$ cat src/rtl/bridge_pkg.sv
package bridge_pkg;

    // **************************************************
    // bus widths
    // **************************************************
    localparam int addr_w = 32;
    localparam int data_w = 32;
    localparam int id_w   = 4;
    localparam int len_w  = 8;

    // burst and response codes
    localparam logic [1:0] axi_burst_incr  = 2'b01;
    localparam logic [1:0] axi_resp_slverr = 2'b10;

    // **************************************************
    // enums
    // **************************************************
    // read source doubles as the AXI ID
    typedef enum logic {
        src_inst = 1'b0,
        src_data = 1'b1
    } req_src_e;

    typedef enum logic [1:0] {
        rd_idle = 2'd0,
        rd_addr = 2'd1,
        rd_data = 2'd2
    } rd_state_e;

    typedef enum logic [1:0] {
        wr_idle = 2'd0,
        wr_busy = 2'd1,
        wr_resp = 2'd2
    } wr_state_e;

endpackage

$ cat src/rtl/bridge_ifs.sv
`timescale 1ns/1ns

// arbiter to read engine
interface rd_req_if import bridge_pkg::*; ();
    logic              valid;
    req_src_e          src;
    logic [addr_w-1:0] addr;
    logic [len_w-1:0]  len;
    logic [2:0]        size;
    logic              ready;
    logic              busy;
    logic              data_done;

    modport arb (output valid, src, addr, len, size, input ready, busy, data_done);
    modport eng (input valid, src, addr, len, size, output ready, busy, data_done);
endinterface

// arbiter to write engine
interface wr_req_if import bridge_pkg::*; ();
    logic                valid;
    logic [addr_w-1:0]   addr;
    logic [2:0]          size;
    logic [data_w-1:0]   wdata;
    logic [data_w/8-1:0] wstrb;
    logic                ready;
    logic                pend_valid;
    logic [addr_w-1:0]   pend_addr;
    logic                done;

    modport arb (output valid, addr, size, wdata, wstrb, input ready, pend_valid, pend_addr, done);
    modport eng (input valid, addr, size, wdata, wstrb, output ready, pend_valid, pend_addr, done);
endinterface

$ cat src/rtl/port_arbiter.sv
`timescale 1ns/1ns

module port_arbiter import bridge_pkg::*; #(
    parameter int line_beats = 4
) (
    input  logic                aclk,
    input  logic                aresetn,
    // instruction port
    input  logic                icache_req,
    input  logic                icache_line,
    input  logic [addr_w-1:0]   icache_addr,
    output logic                icache_addr_ok,
    // data port
    input  logic                data_req,
    input  logic                data_wr,
    input  logic [1:0]          data_size,
    input  logic [data_w/8-1:0] data_wstrb,
    input  logic [addr_w-1:0]   data_addr,
    input  logic [data_w-1:0]   data_wdata,
    output logic                data_addr_ok,
    output logic                data_data_ok,
    rd_req_if.arb               rd,
    wr_req_if.arb               wr
);

    logic             data_pend;
    logic             data_rd;
    logic             data_st;
    logic             d_conflict;
    logic             i_conflict;
    logic             rd_free;
    logic             data_go_rd;
    logic             data_go_wr;
    logic             icache_go;
    logic [len_w-1:0] line_len;

    assign line_len = len_w'(line_beats - 1);

    assign data_rd = data_req & ~data_wr;
    assign data_st = data_req & data_wr;

    // word-granular match against the store in flight
    assign d_conflict = wr.pend_valid & (wr.pend_addr[addr_w-1:2] == data_addr[addr_w-1:2]);
    assign i_conflict = wr.pend_valid & (wr.pend_addr[addr_w-1:2] == icache_addr[addr_w-1:2]);

    assign rd_free = rd.ready & ~rd.busy;

    // **************************************************
    // grant
    // **************************************************
    // loads win over fetches
    assign data_go_rd = data_rd & ~data_pend & ~d_conflict & rd_free;
    assign data_go_wr = data_st & ~data_pend & wr.ready;
    assign icache_go  = icache_req & ~data_go_rd & ~i_conflict & rd_free;

    assign data_addr_ok   = data_go_rd | data_go_wr;
    assign icache_addr_ok = icache_go;

    // read request
    assign rd.valid = data_go_rd | icache_go;
    assign rd.src   = data_go_rd ? src_data : src_inst;
    assign rd.addr  = data_go_rd ? data_addr : icache_addr;
    assign rd.len   = (~data_go_rd & icache_line) ? line_len : '0;
    assign rd.size  = data_go_rd ? {1'b0, data_size} : 3'b010;

    // store request
    assign wr.valid = data_go_wr;
    assign wr.addr  = data_addr;
    assign wr.size  = {1'b0, data_size};
    assign wr.wdata = data_wdata;
    assign wr.wstrb = data_wstrb;

    // **************************************************
    // data port completion
    // **************************************************
    assign data_data_ok = rd.data_done | wr.done;

    // one data op in flight
    always_ff @(posedge aclk) begin
        if (!aresetn) begin
            data_pend <= 1'b0;
        end else if (data_addr_ok) begin
            data_pend <= 1'b1;
        end else if (data_data_ok) begin
            data_pend <= 1'b0;
        end
    end

endmodule

$ cat src/rtl/axi_read_engine.sv
`timescale 1ns/1ns

module axi_read_engine import bridge_pkg::*; #(
    parameter int line_beats = 4
) (
    input  logic              aclk,
    input  logic              aresetn,
    rd_req_if.eng             rd,
    // AR channel
    output logic [id_w-1:0]   arid,
    output logic [addr_w-1:0] araddr,
    output logic [len_w-1:0]  arlen,
    output logic [2:0]        arsize,
    output logic [1:0]        arburst,
    output logic              arvalid,
    input  logic              arready,
    // R channel
    input  logic [id_w-1:0]   rid,
    input  logic [data_w-1:0] rdata,
    input  logic [1:0]        rresp,
    input  logic              rlast,
    input  logic              rvalid,
    output logic              rready,
    // return paths
    output logic              icache_ret_valid,
    output logic              icache_ret_last,
    output logic [data_w-1:0] icache_ret_data,
    output logic [data_w-1:0] data_rdata
);

    localparam int cnt_w = (line_beats > 1) ? $clog2(line_beats) : 1;

    rd_state_e         state;
    logic [cnt_w-1:0]  beat_cnt;
    logic              r_hs;
    logic              beat_last;
    logic              beat_is_data;
    logic [data_w-1:0] beat_data;
    logic              data_done_q;

    assign arvalid = (state == rd_addr);
    assign rready  = (state == rd_data);
    assign arburst = axi_burst_incr;

    assign r_hs         = rvalid & rready;
    assign beat_is_data = (rid == id_w'(src_data));
    // burst also closes on the expected beat count
    assign beat_last    = rlast | (len_w'(beat_cnt) == arlen);
    // error beats come back as zero
    assign beat_data    = rresp[1] ? '0 : rdata;

    assign rd.ready     = (state == rd_idle);
    assign rd.busy      = (state != rd_idle) | icache_ret_valid | data_done_q;
    assign rd.data_done = data_done_q;

    // **************************************************
    // read FSM
    // **************************************************
    always_ff @(posedge aclk) begin
        if (!aresetn) begin
            state <= rd_idle;
        end else begin
            case (state)
                rd_idle: if (rd.valid & rd.ready) state <= rd_addr;
                rd_addr: if (arready) state <= rd_data;
                rd_data: if (r_hs & beat_last) state <= rd_idle;
                default: state <= rd_idle;
            endcase
        end
    end

    // AR payload, held until the next accept
    always_ff @(posedge aclk) begin
        if (rd.valid & rd.ready) begin
            arid   <= id_w'(rd.src);
            araddr <= rd.addr;
            arlen  <= rd.len;
            arsize <= rd.size;
        end
    end

    always_ff @(posedge aclk) begin
        if (rd.valid & rd.ready) begin
            beat_cnt <= '0;
        end else if (r_hs) begin
            beat_cnt <= beat_cnt + 1'b1;
        end
    end

    // **************************************************
    // return routing
    // **************************************************
    always_ff @(posedge aclk) begin
        if (!aresetn) begin
            icache_ret_valid <= 1'b0;
            data_done_q      <= 1'b0;
        end else begin
            icache_ret_valid <= r_hs & ~beat_is_data;
            data_done_q      <= r_hs & beat_is_data & beat_last;
        end
    end

    always_ff @(posedge aclk) begin
        if (r_hs & ~beat_is_data) begin
            icache_ret_data <= beat_data;
            icache_ret_last <= beat_last;
        end
        if (r_hs & beat_is_data) begin
            data_rdata <= beat_data;
        end
    end

endmodule

$ cat src/rtl/axi_write_engine.sv
`timescale 1ns/1ns

module axi_write_engine import bridge_pkg::*; (
    input  logic                aclk,
    input  logic                aresetn,
    wr_req_if.eng               wr,
    // AW channel
    output logic [id_w-1:0]     awid,
    output logic [addr_w-1:0]   awaddr,
    output logic [len_w-1:0]    awlen,
    output logic [2:0]          awsize,
    output logic [1:0]          awburst,
    output logic                awvalid,
    input  logic                awready,
    // W channel
    output logic [data_w-1:0]   wdata_o,
    output logic [data_w/8-1:0] wstrb_o,
    output logic                wlast,
    output logic                wvalid,
    input  logic                wready,
    // B channel
    input  logic [id_w-1:0]     bid,
    input  logic [1:0]          bresp,
    input  logic                bvalid,
    output logic                bready
);

    wr_state_e state;
    logic      aw_done;
    logic      w_done;
    logic      aw_hs;
    logic      w_hs;
    logic      b_hs;
    logic      b_retry;

    // single-beat stores only
    assign awid    = id_w'(src_data);
    assign awlen   = '0;
    assign awburst = axi_burst_incr;
    assign wlast   = 1'b1;

    assign awvalid = (state == wr_busy) & ~aw_done;
    assign wvalid  = (state == wr_busy) & ~w_done;
    assign bready  = (state == wr_resp);

    assign aw_hs   = awvalid & awready;
    assign w_hs    = wvalid & wready;
    // responses with a foreign ID are dropped
    assign b_hs    = bvalid & bready & (bid == awid);
    // slave error replays the store
    assign b_retry = (bresp == axi_resp_slverr);

    assign wr.ready      = (state == wr_idle);
    assign wr.pend_valid = (state != wr_idle) | (wr.valid & wr.ready);
    assign wr.pend_addr  = (state == wr_idle) ? wr.addr : awaddr;
    assign wr.done       = b_hs & ~b_retry;

    // **************************************************
    // write FSM
    // **************************************************
    always_ff @(posedge aclk) begin
        if (!aresetn) begin
            state   <= wr_idle;
            aw_done <= 1'b0;
            w_done  <= 1'b0;
        end else begin
            case (state)
                wr_idle: begin
                    if (wr.valid & wr.ready) begin
                        state   <= wr_busy;
                        aw_done <= 1'b0;
                        w_done  <= 1'b0;
                    end
                end
                wr_busy: begin
                    // AW and W finish in any order
                    if ((aw_done | aw_hs) & (w_done | w_hs)) state <= wr_resp;
                    if (aw_hs) aw_done <= 1'b1;
                    if (w_hs) w_done <= 1'b1;
                end
                wr_resp: begin
                    if (b_hs & b_retry) begin
                        state   <= wr_busy;
                        aw_done <= 1'b0;
                        w_done  <= 1'b0;
                    end else if (b_hs) begin
                        state <= wr_idle;
                    end
                end
                default: state <= wr_idle;
            endcase
        end
    end

    always_ff @(posedge aclk) begin
        if (wr.valid & wr.ready) begin
            awaddr  <= wr.addr;
            awsize  <= wr.size;
            wdata_o <= wr.wdata;
            wstrb_o <= wr.wstrb;
        end
    end

endmodule

$ cat src/rtl/cpu_axi_bridge.sv
`timescale 1ns/1ns

module cpu_axi_bridge import bridge_pkg::*; #(
    parameter int line_beats = 4
) (
    input  logic                aclk,
    input  logic                aresetn,
    // instruction port
    input  logic                icache_req,
    input  logic                icache_line,
    input  logic [addr_w-1:0]   icache_addr,
    output logic                icache_addr_ok,
    output logic                icache_ret_valid,
    output logic                icache_ret_last,
    output logic [data_w-1:0]   icache_ret_data,
    // data port
    input  logic                data_req,
    input  logic                data_wr,
    input  logic [1:0]          data_size,
    input  logic [data_w/8-1:0] data_wstrb,
    input  logic [addr_w-1:0]   data_addr,
    input  logic [data_w-1:0]   data_wdata,
    output logic                data_addr_ok,
    output logic                data_data_ok,
    output logic [data_w-1:0]   data_rdata,
    // AR
    output logic [id_w-1:0]     arid,
    output logic [addr_w-1:0]   araddr,
    output logic [len_w-1:0]    arlen,
    output logic [2:0]          arsize,
    output logic [1:0]          arburst,
    output logic [1:0]          arlock,
    output logic [3:0]          arcache,
    output logic [2:0]          arprot,
    output logic                arvalid,
    input  logic                arready,
    // R
    input  logic [id_w-1:0]     rid,
    input  logic [data_w-1:0]   rdata,
    input  logic [1:0]          rresp,
    input  logic                rlast,
    input  logic                rvalid,
    output logic                rready,
    // AW
    output logic [id_w-1:0]     awid,
    output logic [addr_w-1:0]   awaddr,
    output logic [len_w-1:0]    awlen,
    output logic [2:0]          awsize,
    output logic [1:0]          awburst,
    output logic [1:0]          awlock,
    output logic [3:0]          awcache,
    output logic [2:0]          awprot,
    output logic                awvalid,
    input  logic                awready,
    // W
    output logic [id_w-1:0]     wid,
    output logic [data_w-1:0]   wdata,
    output logic [data_w/8-1:0] wstrb,
    output logic                wlast,
    output logic                wvalid,
    input  logic                wready,
    // B
    input  logic [id_w-1:0]     bid,
    input  logic [1:0]          bresp,
    input  logic                bvalid,
    output logic                bready
);

    rd_req_if rd_bus ();
    wr_req_if wr_bus ();

    // plain, non-cacheable, unprivileged accesses
    assign arlock  = 2'b00;
    assign arcache = 4'b0000;
    assign arprot  = 3'b000;
    assign awlock  = 2'b00;
    assign awcache = 4'b0000;
    assign awprot  = 3'b000;
    assign wid     = awid;

    port_arbiter #(.line_beats(line_beats)) u_arb (
        .aclk, .aresetn,
        .icache_req, .icache_line, .icache_addr, .icache_addr_ok,
        .data_req, .data_wr, .data_size, .data_wstrb, .data_addr, .data_wdata,
        .data_addr_ok, .data_data_ok,
        .rd (rd_bus.arb),
        .wr (wr_bus.arb)
    );

    axi_read_engine #(.line_beats(line_beats)) u_rd (
        .aclk, .aresetn,
        .rd (rd_bus.eng),
        .arid, .araddr, .arlen, .arsize, .arburst, .arvalid, .arready,
        .rid, .rdata, .rresp, .rlast, .rvalid, .rready,
        .icache_ret_valid, .icache_ret_last, .icache_ret_data, .data_rdata
    );

    axi_write_engine u_wr (
        .aclk, .aresetn,
        .wr (wr_bus.eng),
        .awid, .awaddr, .awlen, .awsize, .awburst, .awvalid, .awready,
        .wdata_o (wdata),
        .wstrb_o (wstrb),
        .wlast, .wvalid, .wready,
        .bid, .bresp, .bvalid, .bready
    );

endmodule

$ cat config.mk
export PLATFORM = sky130hd
export DESIGN_NAME = cpu_axi_bridge
export DESIGN_NICKNAME = d
export VERILOG_FILES = /design/src/rtl/bridge_pkg.sv /design/src/rtl/bridge_ifs.sv /design/src/rtl/port_arbiter.sv /design/src/rtl/axi_read_engine.sv /design/src/rtl/axi_write_engine.sv /design/src/rtl/cpu_axi_bridge.sv
export SDC_FILE = /design/constraint.sdc
export NUM_CORES = 1
export LEC_CHECK = 0
export ABC_AREA = 1
export BUFFER_PORTS_ARGS = -buffer_cell sky130_fd_sc_hd__buf_4
export CORE_AREA = 5 5 150 152
export CTS_BUF_LIST = sky130_fd_sc_hd__clkbuf_8
export DETAILED_ROUTE_END_ITERATION = 8
export DIE_AREA = 0 0 155 157
export GPL_ROUTABILITY_DRIVEN = 0
export GPL_TIMING_DRIVEN = 0
export PLACE_DENSITY = 0.84
export SLEW_MARGIN = 0
export SYNTH_ARGS = -nofsm -noshare
export SYNTH_HDL_FRONTEND = slang
export SYNTH_SLANG_ARGS = --single-unit
$ cat constraint.sdc
create_clock -name aclk -period 5.49 [get_ports aclk]
set_input_delay 1.098 -clock aclk [delete_from_list [all_inputs] [get_ports aclk]]
set_output_delay 1.098 -clock aclk [all_outputs]
set_load 0.05 [all_outputs]
==> impl_metrics.env <==
export IMPL_drt_iter0_drc=623
export IMPL_start_util=0.408
export IMPL_leakage_nw=5.94
export IMPL_cellPowerDensity_nw_per_um2=383
export IMPL_yosys_area_top_type="edfxtp_1"
export IMPL_dpl_hpwl_um=22300
export IMPL_stdcell_count=1578
export IMPL_clkTransAtPathRegs_ns=0.12
export IMPL_layout_nets=1448
export IMPL_met2_usage=0.400
export IMPL_crit_path_end_kind="output pin"
export IMPL_gr_usage_met1=0.245
export IMPL_viasPerCell=4.77
export IMPL_drive_above_1_share=0.348
export IMPL_placed_cells=1546
export IMPL_cts_tree="yes"
export IMPL_ys_seq_area_frac=0.629
export IMPL_rsz0062_at_grt="false"
export IMPL_htree_levels=4
export IMPL_crit_path_start_kind="flop"
export IMPL_finalSetupViolations=0
export IMPL_hold_buffers=0
export IMPL_clockBufferDepth=2
export IMPL_crit_type="flop to output pin"
export IMPL_cts_buffers_inserted=17
export IMPL_grt_max_degree=34
export IMPL_max_freq_ghz=0.238
export IMPL_antenna_found_initial=0
export IMPL_placed_cell_area_um2=11700
export IMPL_maxSlewViolCount=0
export IMPL_slew_headroom=0.178
export IMPL_final_cell_mix="390 x buf_4, 238 x nand2_1, 171 x edfxtp_1"
export IMPL_port_buffer_count=337
export IMPL_synth_edf_count=171
export IMPL_drt_total_wl_um=28400
export IMPL_peakVddDrop_uv=227
export IMPL_postCtsSetupBuffers=0
export IMPL_overflow=0
export IMPL_design_area_um2=12100
export IMPL_dr_pass1_iters=5
export IMPL_grt_pass1_wl_um=41200
export IMPL_synth_main_ff_cell="edfxtp_1"
export IMPL_die_x_um=155
export IMPL_min_path_type="flop to flop"
export IMPL_synthTopCellsByArea="edfxtp_1 60%, nand2_1 11%, inv_1 6.3%"
export IMPL_async_flop_share=0
export IMPL_yosysWarnings=0
export IMPL_crit_arrival_ns=3.10
export IMPL_dieArea_um2=24300
export IMPL_clock_sinks=182
export IMPL_core_area_um2=20900
export IMPL_min_period_ns=4.19
export IMPL_synth_area_um2=8520
export IMPL_finalWorstSetupSlack_ns=1.30
export IMPL_tightest_slew_ns=1.23
export IMPL_status="completed"
export IMPL_num_rows=53
export IMPL_dp_slack_ns=1.32
export IMPL_yosys_register_bits=182
export IMPL_diodes=0
export IMPL_crit_required_ns=4.39
export IMPL_crit_fanout=26
export IMPL_ctsResizeCount=0
export IMPL_clock_skew_ns=0.0211
export IMPL_report_final_hold_viol_count=0
export IMPL_netlist_instances=883
export IMPL_insertion_delay_ns=0.47
export IMPL_first_global_vias=7484
export IMPL_syn_to_final_growth_pct=41.9
export IMPL_syn_area_per_cell_um2=9.65
export IMPL_grt_busiest_layer="met2"
export IMPL_ioPinCount=389
export IMPL_die_y_um=157
export IMPL_drv_cap=0
export IMPL_cts_root_buf="clkbuf_8"
export IMPL_fin_util=0.579
export IMPL_grt_usage=0.223
export IMPL_post_route_period_util=0.764
export IMPL_final_antenna_net_count=0
export IMPL_synth_distinct_cells=30
export IMPL_final_common_cell="buf_4"
export IMPL_route_detailed_drc=0
export IMPL_met3_usage=0.0734
export IMPL_vias=7524
export IMPL_netlist_area_leader_share=0.603
export IMPL_wl_per_cell_um=18.0
cell usage after synthesis (all sizes together), types with 4 or more instances:
master and count:
clkbuf 4, nand2 240, edfxtp 171, nor3 6
nand3 89, a21oi 5, buf 70, nor2 77
o21ai 43, inv 145, nand3b 6, dfxtp 11
area by class of cell:
| class | count | area [um2] |
|---|---|---|
| Tap cell | 275 | 344 |
| Clock buffer | 17 | 234 |
| Fill cell | 1727 | 8800 |
| Buffer | 74 | 556 |
| Sequential cell | 182 | 5360 |
| Timing Repair Buffer | 340 | 2600 |
| Multi-Input combinational cell | 530 | 2260 |
| Inverter | 145 | 544 |
| Clock inverter | 15 | 193 |
flip-flops by register name, summed over array words and instances (netlist names), 2 cells and up:
name,flops
u_rd.arsize,2
u_rd.araddr,32
u_wr.awaddr,32
u_rd.icache_ret_data,32
u_rd.beat_cnt,2
u_wr.awsize,2
u_wr.wstrb_o,4
u_wr.wdata_o,32
u_wr.state,2
u_rd.state,2
u_rd.data_rdata,32
where the power goes:
group	internal [mW]	switching [mW]
clock network	0.362	0.602
logic	0.573	1.35
registers	1.68	0.0583
total	2.61	2.01
per-layer routing:
metal | up-vias | routed length, um
met5 | - | 0
li1 | 3566 | -
met3 | 60 | 3220
met2 | 472 | 14500
met1 | 3426 | 9860
met4 | 0 | 829
worst max-delay path, stage by stage (launching register included):
cell and delay, ns:
dfxtp_1 0.34, inv_2 0.08, nand2_2 0.09, buf_6 0.17, buf_4 0.19, buf_6 0.17
nor2_4 0.66, buf_12 0.28, buf_12 0.21, inv_1 0.11, nand2_1 0.08, buf_4 0.21
cell families (layout without fill, tap and decap cells):
logic type                Yosys count  after routing  share of synthesized area
AOI/OAI and AO/OA                  54             54                     0.0338
xor gates and xnor gates            2              2                    0.00206
buffers and inverters             219            591                      0.129
DFF                               182            182                      0.629
other                               2             50                   0.000882
and+or+nand+nor                   424            424                      0.206
worst paths after layout:
kind / start / endpoint / slack, ns / cells past startpoint
worst max-delay path: u_wr.state[0] / data_addr_ok / 1.30 / 11
worst min-delay path: u_wr.w_done / u_wr.w_done / 0.46 / 2
worst max register to register: u_wr.state[1] / u_rd.araddr[30] / 2.32 / 15
worst min register to register: u_wr.w_done / u_wr.w_done / 0.46 / 2
metrics by stage:
stage          TNS (ns)  hold slack [ns]  total power, mW
2_1_floorplan         0            0.423             3.03
3_3_place_gp     -0.837            0.434             3.63
3_5_place_dp          0            0.445             3.67
4_1_cts               0            0.462             4.63
5_1_grt               0            0.480             4.84
6_report              0            0.460             4.62
Note: power is estimated with default switching activity, not from simulation.
